[config.mk]
export PLATFORM = sky130hd
export DESIGN_NAME = exec_core
export DESIGN_NICKNAME = d
export VERILOG_FILES = /design/src/source/exec_pkg.sv /design/src/source/regfile_if.sv /design/src/source/alu_unit.sv /design/src/source/dump_counter.sv /design/src/source/exec_core.sv /design/src/source/exec_ctrl.sv /design/src/source/reg_file.sv
export SDC_FILE = /design/constraint.sdc
export NUM_CORES = 2
export LEC_CHECK = 0
export BUFFER_PORTS_ARGS = -buffer_cell sky130_fd_sc_hd__buf_2
export CORE_MARGIN = 4
export CORE_UTILIZATION = 30
export DETAILED_ROUTE_END_ITERATION = 8
export HOLD_SLACK_MARGIN = 0.02
export REMOVE_ABC_BUFFERS = 1
export SYNTH_ARGS = -nofsm -noshare
export SYNTH_HDL_FRONTEND = slang
export SYNTH_HIERARCHICAL = 1
export SYNTH_SLANG_ARGS = --single-unit
[constraint.sdc]
create_clock -name clk -period 14.5 [get_ports clk]
set_input_delay 1.45 -clock clk [delete_from_list [all_inputs] [get_ports clk]]
set_output_delay 1.45 -clock clk [all_outputs]
set_load 0.005 [all_outputs]
[src/source/exec_pkg.sv]
package exec_pkg;

	//////////////////////////////////////////////////////////////////////
	// Widths
	//////////////////////////////////////////////////////////////////////

	localparam int data_w     = 32;	// Register and datapath width
	localparam int reg_addr_w = 5;	// Register number
	localparam int num_regs   = 32;
	localparam int imm_w      = 16;	// I-type immediate
	localparam int alu_op_w   = 4;

	// Controller state codes
	localparam int st_w = 2;
	localparam logic [st_w-1:0] st_idle = 2'd0;
	localparam logic [st_w-1:0] st_exec = 2'd1;	// One cycle per instruction
	localparam logic [st_w-1:0] st_dump = 2'd2;	// 32 cycles, one register each

	//////////////////////////////////////////////////////////////////////
	// Opcodes and function codes, MIPS encoding
	//////////////////////////////////////////////////////////////////////

	localparam logic [5:0] op_rtype = 6'h00;	// Function field selects op
	localparam logic [5:0] op_addiu = 6'h09;
	localparam logic [5:0] op_slti  = 6'h0a;
	localparam logic [5:0] op_andi  = 6'h0c;
	localparam logic [5:0] op_ori   = 6'h0d;
	localparam logic [5:0] op_xori  = 6'h0e;
	localparam logic [5:0] op_lui   = 6'h0f;

	localparam logic [5:0] fn_sll  = 6'h00;
	localparam logic [5:0] fn_srl  = 6'h02;
	localparam logic [5:0] fn_addu = 6'h21;
	localparam logic [5:0] fn_subu = 6'h23;
	localparam logic [5:0] fn_and  = 6'h24;
	localparam logic [5:0] fn_or   = 6'h25;
	localparam logic [5:0] fn_xor  = 6'h26;
	localparam logic [5:0] fn_slt  = 6'h2a;

	// ALU operations
	localparam logic [alu_op_w-1:0] alu_add = 4'd0;
	localparam logic [alu_op_w-1:0] alu_sub = 4'd1;
	localparam logic [alu_op_w-1:0] alu_and = 4'd2;
	localparam logic [alu_op_w-1:0] alu_or  = 4'd3;
	localparam logic [alu_op_w-1:0] alu_xor = 4'd4;
	localparam logic [alu_op_w-1:0] alu_slt = 4'd5;	// Signed compare
	localparam logic [alu_op_w-1:0] alu_sll = 4'd6;
	localparam logic [alu_op_w-1:0] alu_srl = 4'd7;
	localparam logic [alu_op_w-1:0] alu_lui = 4'd8;

	//////////////////////////////////////////////////////////////////////
	// Instruction word, two views of the same 32 bits
	//////////////////////////////////////////////////////////////////////

	typedef union packed {
		struct packed {
			logic [5:0]            opcode;
			logic [reg_addr_w-1:0] rs;
			logic [reg_addr_w-1:0] rt;
			logic [reg_addr_w-1:0] rd;	// Destination for R-type
			logic [4:0]            shamt;
			logic [5:0]            funct;
		} r_fmt;
		struct packed {
			logic [5:0]            opcode;
			logic [reg_addr_w-1:0] rs;
			logic [reg_addr_w-1:0] rt;	// Destination for I-type
			logic [imm_w-1:0]      imm;
		} i_fmt;
	} instr_t;

endpackage

[src/source/regfile_if.sv]
`timescale 1ns/1ps

// Two read ports, one write port
interface regfile_if;

	logic [exec_pkg::reg_addr_w-1:0] rd_addr_a;	// Also used by the dump
	logic [exec_pkg::reg_addr_w-1:0] rd_addr_b;
	logic [exec_pkg::data_w-1:0]     rd_data_a;
	logic [exec_pkg::data_w-1:0]     rd_data_b;
	logic                            wr_en;
	logic [exec_pkg::reg_addr_w-1:0] wr_addr;
	logic [exec_pkg::data_w-1:0]     wr_data;

	// Controller side
	modport ctrl (
		output rd_addr_a, rd_addr_b, wr_en, wr_addr, wr_data,
		input  rd_data_a, rd_data_b
	);

	// Register file side
	modport mem (
		input  rd_addr_a, rd_addr_b, wr_en, wr_addr, wr_data,
		output rd_data_a, rd_data_b
	);

endinterface
[src/source/alu_unit.sv]
`timescale 1ns/1ps

// Integer ALU, purely combinational
module alu_unit (
	input  logic [exec_pkg::alu_op_w-1:0] op,
	input  logic [exec_pkg::data_w-1:0]   a,	// rs data
	input  logic [exec_pkg::data_w-1:0]   b,	// rt data or immediate
	input  logic [4:0]                    shamt,
	output logic [exec_pkg::data_w-1:0]   result
);

	logic [exec_pkg::data_w-1:0] sum;
	logic [exec_pkg::data_w-1:0] diff;
	logic                        lt;

	assign sum  = a + b;	// Wraps, no overflow trap
	assign diff = a - b;
	assign lt   = $signed(a) < $signed(b);

	always_comb begin
		case (op)
			exec_pkg::alu_add: result = sum;
			exec_pkg::alu_sub: result = diff;
			exec_pkg::alu_and: result = a & b;
			exec_pkg::alu_or:  result = a | b;
			exec_pkg::alu_xor: result = a ^ b;
			exec_pkg::alu_slt: begin
				result = '0;
				result[0] = lt;	// 1 or 0
			end
			// Shifts act on b, as in MIPS
			exec_pkg::alu_sll: result = b << shamt;
			exec_pkg::alu_srl: result = b >> shamt;	// Logical, zero fill
			exec_pkg::alu_lui: begin
				result = {b[exec_pkg::imm_w-1:0], {exec_pkg::imm_w{1'b0}}};
			end
			default: result = '0;
		endcase
	end

endmodule

[src/source/dump_counter.sv]
`timescale 1ns/1ps

// Register dump address
module dump_counter (
	input  logic                            clk,
	input  logic                            rst_n,
	input  logic                            dump_next,	// Advance one register
	output logic [exec_pkg::reg_addr_w-1:0] count,
	output logic                            dump_last	// Final register on port
);

	localparam logic [exec_pkg::reg_addr_w-1:0] last_addr =
		exec_pkg::reg_addr_w'(exec_pkg::num_regs - 1);

	always_ff @(posedge clk) begin
		if (!rst_n) begin
			count <= '0;
		end else if (dump_next) begin
			count <= count + 1'b1;	// Wraps 31 -> 0, ready for next dump
		end
	end

	// Combinational, seen by the controller in the same cycle
	assign dump_last = (count == last_addr);

endmodule

[src/source/exec_core.sv]
`timescale 1ns/1ps

// Top level of the execution core
module exec_core (
	input  logic                            clk,
	input  logic                            rst_n,
	input  logic                            instr_valid,
	input  logic [exec_pkg::data_w-1:0]     instr,
	input  logic                            dump_start,
	output logic                            busy,
	output logic                            illegal,	// Undefined op or function
	output logic                            dump_valid,
	output logic [exec_pkg::reg_addr_w-1:0] dump_addr,
	output logic [exec_pkg::data_w-1:0]     dump_data
);

	logic [exec_pkg::alu_op_w-1:0] alu_op;
	logic [exec_pkg::data_w-1:0]   alu_b;
	logic [4:0]                    shamt;
	logic [exec_pkg::data_w-1:0]   alu_result;
	logic                          dump_next;
	logic                          dump_last;

	regfile_if rf_bus ();	// Controller <-> register file

	exec_ctrl u_ctrl (
		.clk         (clk),
		.rst_n       (rst_n),
		.instr_valid (instr_valid),
		.instr       (instr),
		.dump_start  (dump_start),
		.rf          (rf_bus.ctrl),
		.dump_count  (dump_addr),
		.dump_last   (dump_last),
		.dump_next   (dump_next),
		.alu_op      (alu_op),
		.alu_b       (alu_b),
		.shamt       (shamt),
		.alu_result  (alu_result),
		.busy        (busy),
		.illegal     (illegal),
		.dump_valid  (dump_valid)
	);

	dump_counter u_dump_cnt (
		.clk       (clk),
		.rst_n     (rst_n),
		.dump_next (dump_next),
		.count     (dump_addr),	// Also the dump address output
		.dump_last (dump_last)
	);

	reg_file u_rf (
		.clk   (clk),
		.rst_n (rst_n),
		.rf    (rf_bus.mem)
	);

	alu_unit u_alu (
		.op     (alu_op),
		.a      (rf_bus.rd_data_a),
		.b      (alu_b),
		.shamt  (shamt),
		.result (alu_result)
	);

	assign dump_data = rf_bus.rd_data_a;	// Port A carries the dump

endmodule

[src/source/exec_ctrl.sv]
`timescale 1ns/1ps

// Controller: FSM, instruction register, decode, writeback
module exec_ctrl (
	input  logic                            clk,
	input  logic                            rst_n,
	input  logic                            instr_valid,	// One-cycle strobe
	input  exec_pkg::instr_t                instr,
	input  logic                            dump_start,	// One-cycle strobe
	regfile_if.ctrl                         rf,
	input  logic [exec_pkg::reg_addr_w-1:0] dump_count,
	input  logic                            dump_last,
	output logic                            dump_next,
	output logic [exec_pkg::alu_op_w-1:0]   alu_op,
	output logic [exec_pkg::data_w-1:0]     alu_b,
	output logic [4:0]                      shamt,
	input  logic [exec_pkg::data_w-1:0]     alu_result,
	output logic                            busy,
	output logic                            illegal,
	output logic                            dump_valid
);

	logic [exec_pkg::st_w-1:0]   state;
	logic [exec_pkg::st_w-1:0]   state_nxt;
	exec_pkg::instr_t            ir;	// Instruction register
	logic                        legal;
	logic [exec_pkg::data_w-1:0] imm_sext;
	logic [exec_pkg::data_w-1:0] imm_zext;

	//////////////////////////////////////////////////////////////////////
	// State machine
	//////////////////////////////////////////////////////////////////////

	always_comb begin
		state_nxt = state;
		case (state)
			exec_pkg::st_idle: begin
				if (instr_valid) state_nxt = exec_pkg::st_exec;	// Instruction wins
				else if (dump_start) state_nxt = exec_pkg::st_dump;
			end
			exec_pkg::st_exec: state_nxt = exec_pkg::st_idle;	// Single cycle
			exec_pkg::st_dump: begin
				if (dump_last) state_nxt = exec_pkg::st_idle;
			end
			default: state_nxt = exec_pkg::st_idle;
		endcase
	end

	always_ff @(posedge clk) begin
		if (!rst_n) state <= exec_pkg::st_idle;
		else        state <= state_nxt;
	end

	// Capture only when accepted
	always_ff @(posedge clk) begin
		if (state == exec_pkg::st_idle && instr_valid) ir <= instr;
	end

	//////////////////////////////////////////////////////////////////////
	// Decode
	//////////////////////////////////////////////////////////////////////

	assign imm_sext = {{(exec_pkg::data_w - exec_pkg::imm_w){ir.i_fmt.imm[exec_pkg::imm_w-1]}},
		ir.i_fmt.imm};
	assign imm_zext = {{(exec_pkg::data_w - exec_pkg::imm_w){1'b0}}, ir.i_fmt.imm};

	always_comb begin
		legal      = 1'b1;
		alu_op     = exec_pkg::alu_add;
		alu_b      = imm_zext;
		rf.wr_addr = ir.i_fmt.rt;	// I-type writes rt
		case (ir.r_fmt.opcode)
			exec_pkg::op_rtype: begin
				alu_b      = rf.rd_data_b;
				rf.wr_addr = ir.r_fmt.rd;
				case (ir.r_fmt.funct)
					exec_pkg::fn_addu: alu_op = exec_pkg::alu_add;
					exec_pkg::fn_subu: alu_op = exec_pkg::alu_sub;
					exec_pkg::fn_and:  alu_op = exec_pkg::alu_and;
					exec_pkg::fn_or:   alu_op = exec_pkg::alu_or;
					exec_pkg::fn_xor:  alu_op = exec_pkg::alu_xor;
					exec_pkg::fn_slt:  alu_op = exec_pkg::alu_slt;
					exec_pkg::fn_sll:  alu_op = exec_pkg::alu_sll;
					exec_pkg::fn_srl:  alu_op = exec_pkg::alu_srl;
					default:           legal  = 1'b0;	// Unknown function
				endcase
			end
			exec_pkg::op_addiu: begin
				alu_op = exec_pkg::alu_add;
				alu_b  = imm_sext;
			end
			exec_pkg::op_slti: begin
				alu_op = exec_pkg::alu_slt;
				alu_b  = imm_sext;
			end
			exec_pkg::op_andi: alu_op = exec_pkg::alu_and;	// Zero-extended imm
			exec_pkg::op_ori:  alu_op = exec_pkg::alu_or;
			exec_pkg::op_xori: alu_op = exec_pkg::alu_xor;
			exec_pkg::op_lui:  alu_op = exec_pkg::alu_lui;	// ALU moves imm up
			default:           legal  = 1'b0;
		endcase
	end

	assign shamt = ir.r_fmt.shamt;

	//////////////////////////////////////////////////////////////////////
	// Register file steering and status
	//////////////////////////////////////////////////////////////////////

	// Port A goes to the counter while dumping
	assign rf.rd_addr_a = (state == exec_pkg::st_dump) ? dump_count : ir.r_fmt.rs;
	assign rf.rd_addr_b = ir.r_fmt.rt;
	assign rf.wr_data   = alu_result;
	assign rf.wr_en     = (state == exec_pkg::st_exec) && legal;	// Lands on exit edge

	assign illegal    = (state == exec_pkg::st_exec) && !legal;
	assign busy       = (state != exec_pkg::st_idle);
	assign dump_valid = (state == exec_pkg::st_dump);
	assign dump_next  = dump_valid;

endmodule

[src/source/reg_file.sv]
`timescale 1ns/1ps

// 32 x 32 register file
module reg_file (
	input  logic clk,
	input  logic rst_n,
	regfile_if.mem rf
);

	logic [exec_pkg::data_w-1:0] regs [exec_pkg::num_regs];	// Storage array

	//////////////////////////////////////////////////////////////////////
	// Write port
	//////////////////////////////////////////////////////////////////////

	always_ff @(posedge clk) begin
		if (!rst_n) begin
			for (int i = 0; i < exec_pkg::num_regs; i++) begin
				regs[i] <= '0;	// All registers start at zero
			end
		end else if (rf.wr_en && (rf.wr_addr != '0)) begin
			regs[rf.wr_addr] <= rf.wr_data;	// r0 never written
		end
	end

	//////////////////////////////////////////////////////////////////////
	// Read ports, combinational
	//////////////////////////////////////////////////////////////////////

	// r0 reads zero regardless of storage
	always_comb begin
		if (rf.rd_addr_a == '0) begin
			rf.rd_data_a = '0;
		end else begin
			rf.rd_data_a = regs[rf.rd_addr_a];
		end
	end

	always_comb begin
		if (rf.rd_addr_b == '0) begin
			rf.rd_data_b = '0;
		end else begin
			rf.rd_data_b = regs[rf.rd_addr_b];
		end
	end

endmodule

==> metrics.md <==
| Metric | Value |
|---|---|
| Critical Path AT | `approximately 9.6 ns` |
| Rel. slew slack | `9.79%` |
| Yosys top cell area share | `48.7%` |
| Die area | `224000 um2` |
| Distinct cell type count after synthesis | `101` |
| Post-synthesis compound-gate area fraction | `8.48%` |
| Setup repair bufs after CTS | `0` |
| Power Density | `between 100 and 150 nW/um2` |
| EDFF count, synth | `1056` |
| Final hold slack | `roughly 0.47 ns` |
| Routed WL | `250 mm` |
| # port buffers | `75` |
| Synth Area in Adders | `under 10%` |
| Yosys reg bits | `around 1100` |
| Largest family of logic cells by synthesized area | `multiplexers` |
| Status | `completed` |
| Vias in the first global route | `about 46000` |
| CTS tree | `built` |
| Clk sinks | `about 1100` |
| Mapped cell area | `between 60000 and 70000 um2` |
| Slew Viols, Final | `0` |
| Root buf cell | `clkbuf_16` |
| Startpoint types | `flip-flop` |
| Worst Setup End Kind | `flip-flop` |
| Post-route insts no fill | `7821` |
| Count leader, synth | `edfxtp_1` |
| Post-Synth XOR/XNOR Area | `less than 1%` |
| Commonest register cell after synthesis | `edfxtp_1` |
| Filler instances | `around 21000` |
| DRC violation count after routing | `0` |
| Placed cell count | `7595` |
| Max Buffers Root-to-Sink | `3` |
| Gate Count Post-Synth | `5000` |
| Fmax | `0.109 GHz` |
| Post-DP HPWL | `154 mm` |
| CTS Hold Bufs | `0` |
| Largest net degree at the start of global routing | `89` |
| Setup slack after layout | `5.35 ns` |
| Rows | `170` |
| Period utilisation layout | `roughly 63%` |
| Kind of critical path | `reg2reg` |
| Die Wd | `474 um` |
| DIE HEIGHT | `474 um` |
| I/O pins | `76` |
| Synth async-reset ratio | `0%` |
| Post-route cell area | `72600 um2` |
| Most frequent cells after synthesis | `1056 x edfxtp_1, 1004 x and2_1, 510 x mux4_2` |
| HP Class | `reg2reg` |
| Synthesis-to-layout area growth | `11.6%` |
| Synth top area cells | `edfxtp_1 49%, mux4_2 18%, and2_1 9.6%, mux2i_1 3.1%, clkbuf_1 1.9%` |
| Worst skew pair latency | `0.75 ns` |
| Share of cells above drive strength 1 | `22.8%` |
| Worst-margin pin slew | `1.35 ns` |
| Ys Warns | `6` |
| Sequential share of the synthesized area | `48.9%` |
| Initial antenna violation count | `17` |
| Vias per cell | `6.00` |
| Remaining antenna violation count | `0` |
| Syn_area_per_cell | `13.0 um2` |
| Placement Setup Slack | `between 5 and 6 ns` |
| GR Overflow Total | `0` |
| Hold Vio Cnt, Final | `0` |
| Wirelength per Cell | `32.0 um` |
| Leakage power | `26.1 nW` |
| Initial cell density of the core | `30.2%` |
| VDD IR-drop max | `0.105 mV` |
| RSZ-0062 raised after global routing | `no` |
| Synth Area in Simple Gates | `14.3%` |
| Max-cap violations | `0` |
| DR iter-0 viols | `7371` |
| Crit Path Max Fanout | `31` |
| CTS Buf Count | `116` |
| Placer Congestion | `0.974` |
| Mux cell area share after synthesis | `21.5%` |
| H-Tree Level Count | `3` |
| Crit path time final | `9.15 ns` |
| Global-route usage over all layers | `a little over a fifth` |
| Placed cell areas | `68800 um2` |
| Worst Clk Skew | `0.0482 ns` |
| Routed vias | `47000` |
| Worst EP required | `14.99 ns` |
| Clock-pin slew on the worst setup and hold paths | `0.06 ns` |
| Global-route wire length before repair | `351 mm` |
| Leading area contributor after synthesis | `edfxtp_1` |
| Final nets | `5011` |
| Core area | `between 200000 and 250000 um2` |
| Post-CTS sizing | `0` |
| Final Setup Violations | `0` |
| First-pass DRT Iterations | `7` |
-- kinds of logic after synthesis --
kind of cell,count (synthesis)
adder cells (fa/ha/maj),100
XOR/XNOR,8
buffers and inverters,647
flip-flops,1063
AND/OR/NAND/NOR,1639
multiplexers,756
other,1
AO/OA/AOI/OAI,786
-- power by group --
| part | internal [mW] | switching [mW] | total (mW) |
|---|---|---|---|
| clock | 1.71 | 1.30 | 3.01 |
| combinational | 0.648 | 1.42 | 2.06 |
| sequential | 3.49 | 0.0668 | 3.55 |
| total | 5.85 | 2.78 | 8.63 |
-- path summary, 6_finish.rpt --
path                                     start  slack (ns)                            end  depth (start not counted)
setup / recovery  u_ctrl/state[1]$_SDFFE_PN0P_        5.35  u_rf/regs[3][0]$_SDFFCE_PN0P_                         22
hold reg to reg   u_ctrl/state[0]$_SDFFE_PN0P_        0.47   u_ctrl/state[1]$_SDFFE_PN0P_                          1
setup reg to reg  u_ctrl/state[1]$_SDFFE_PN0P_        5.35  u_rf/regs[3][0]$_SDFFCE_PN0P_                         22
hold / removal    u_ctrl/state[0]$_SDFFE_PN0P_        0.47   u_ctrl/state[1]$_SDFFE_PN0P_                          1
-- layer usage --
layer | global-route usage, % | share of wire [%] | vias up
li1 | - | - | 18900
met1 | 27.1 | 36 | 24000
met2 | 35.3 | 47 | 3367
met3 | 5.17 | 11 | 733
met4 | 10.3 | 5.4 | 4
met5 | 0 | 0.011 | -
-- sequential cells by signal, indices dropped and copies added (netlist names) --
signal and flops:
u_dump_cnt/count 5, u_ctrl/state 2, u_rf/regs 1024, u_ctrl/ir 32
-- cell usage in the layout, fill, tap and decap left out, drive strengths merged, types with 16 or more instances in the layout --
| cell type | Yosys | routed |
|---|---|---|
| inv | 101 | 109 |
| a21o | 39 | 39 |
| o21ai | 143 | 143 |
| a22oi | 27 | 27 |
| mux2 | 44 | 44 |
| a2111oi | 57 | 57 |
| nand2 | 169 | 169 |
| o211ai | 18 | 18 |
| nand2b | 19 | 19 |
| conb | 1 | 32 |
| a21oi | 122 | 122 |
| ha | 98 | 98 |
| nand3 | 25 | 25 |
| nor4 | 16 | 16 |
| nor2 | 213 | 213 |
| a22o | 53 | 53 |
| buf | 207 | 271 |
| a221oi | 37 | 37 |
| a211oi | 28 | 28 |
| o22ai | 121 | 121 |
| mux4 | 510 | 510 |
| clkinv | 1 | 54 |
| nor2b | 28 | 28 |
| mux2i | 202 | 202 |
| clkbuf | 338 | 138 |
| and2 | 1005 | 1005 |
| nor3 | 88 | 88 |
| edfxtp | 1056 | 1056 |
-- final cells by class --
cell class              count  area [um2]  share of cell area [%]
multi-input cells        3321       31100                    42.8
repair buffers            271        1920                    2.65
clock inverters            81         807                    1.11
flip-flops and latches   1063       31900                    43.9
clock buffers             138        3010                    4.14
inverters                 102         383                   0.527
well taps                2838        3550                    4.89
diodes                      7        17.5                  0.0241
-- per-stage QoR --
step | setup TNS [ns] | util [%] | total power, mW
3_5_place_dp | 0 | 32.0 | 5.61
6_report | 0 | 33.7 | 8.63
2_1_floorplan | -12.41 | - | 4.81
5_1_grt | 0 | 33.7 | 8.88
3_3_place_gp | 0 | 32.0 | 5.60
4_1_cts | 0 | 33.7 | 8.60
-- worst max-delay path: stages (launching register included) --
cell       delay [ns]
dfxtp_1          0.37
nor2b_1          0.16
buf_4            0.24
mux2_4           0.53
buf_4            0.43
or3b_2           0.28
buf_4            0.27
buf_4            0.43
o22ai_1          0.12
a2111oi_1        1.06
nor3_1           0.11
buf_4            0.22
inv_1            0.06
ha_1             0.44
nor4_1           0.63
nand3b_1         0.23
a2111oi_2        0.27
nor3_1           0.21
o41ai_2          0.46
a31oi_1          0.29
o21ai_0          0.71
o2111ai_2        0.85
and2_1           0.42
(Power assumes the default switching activity.)
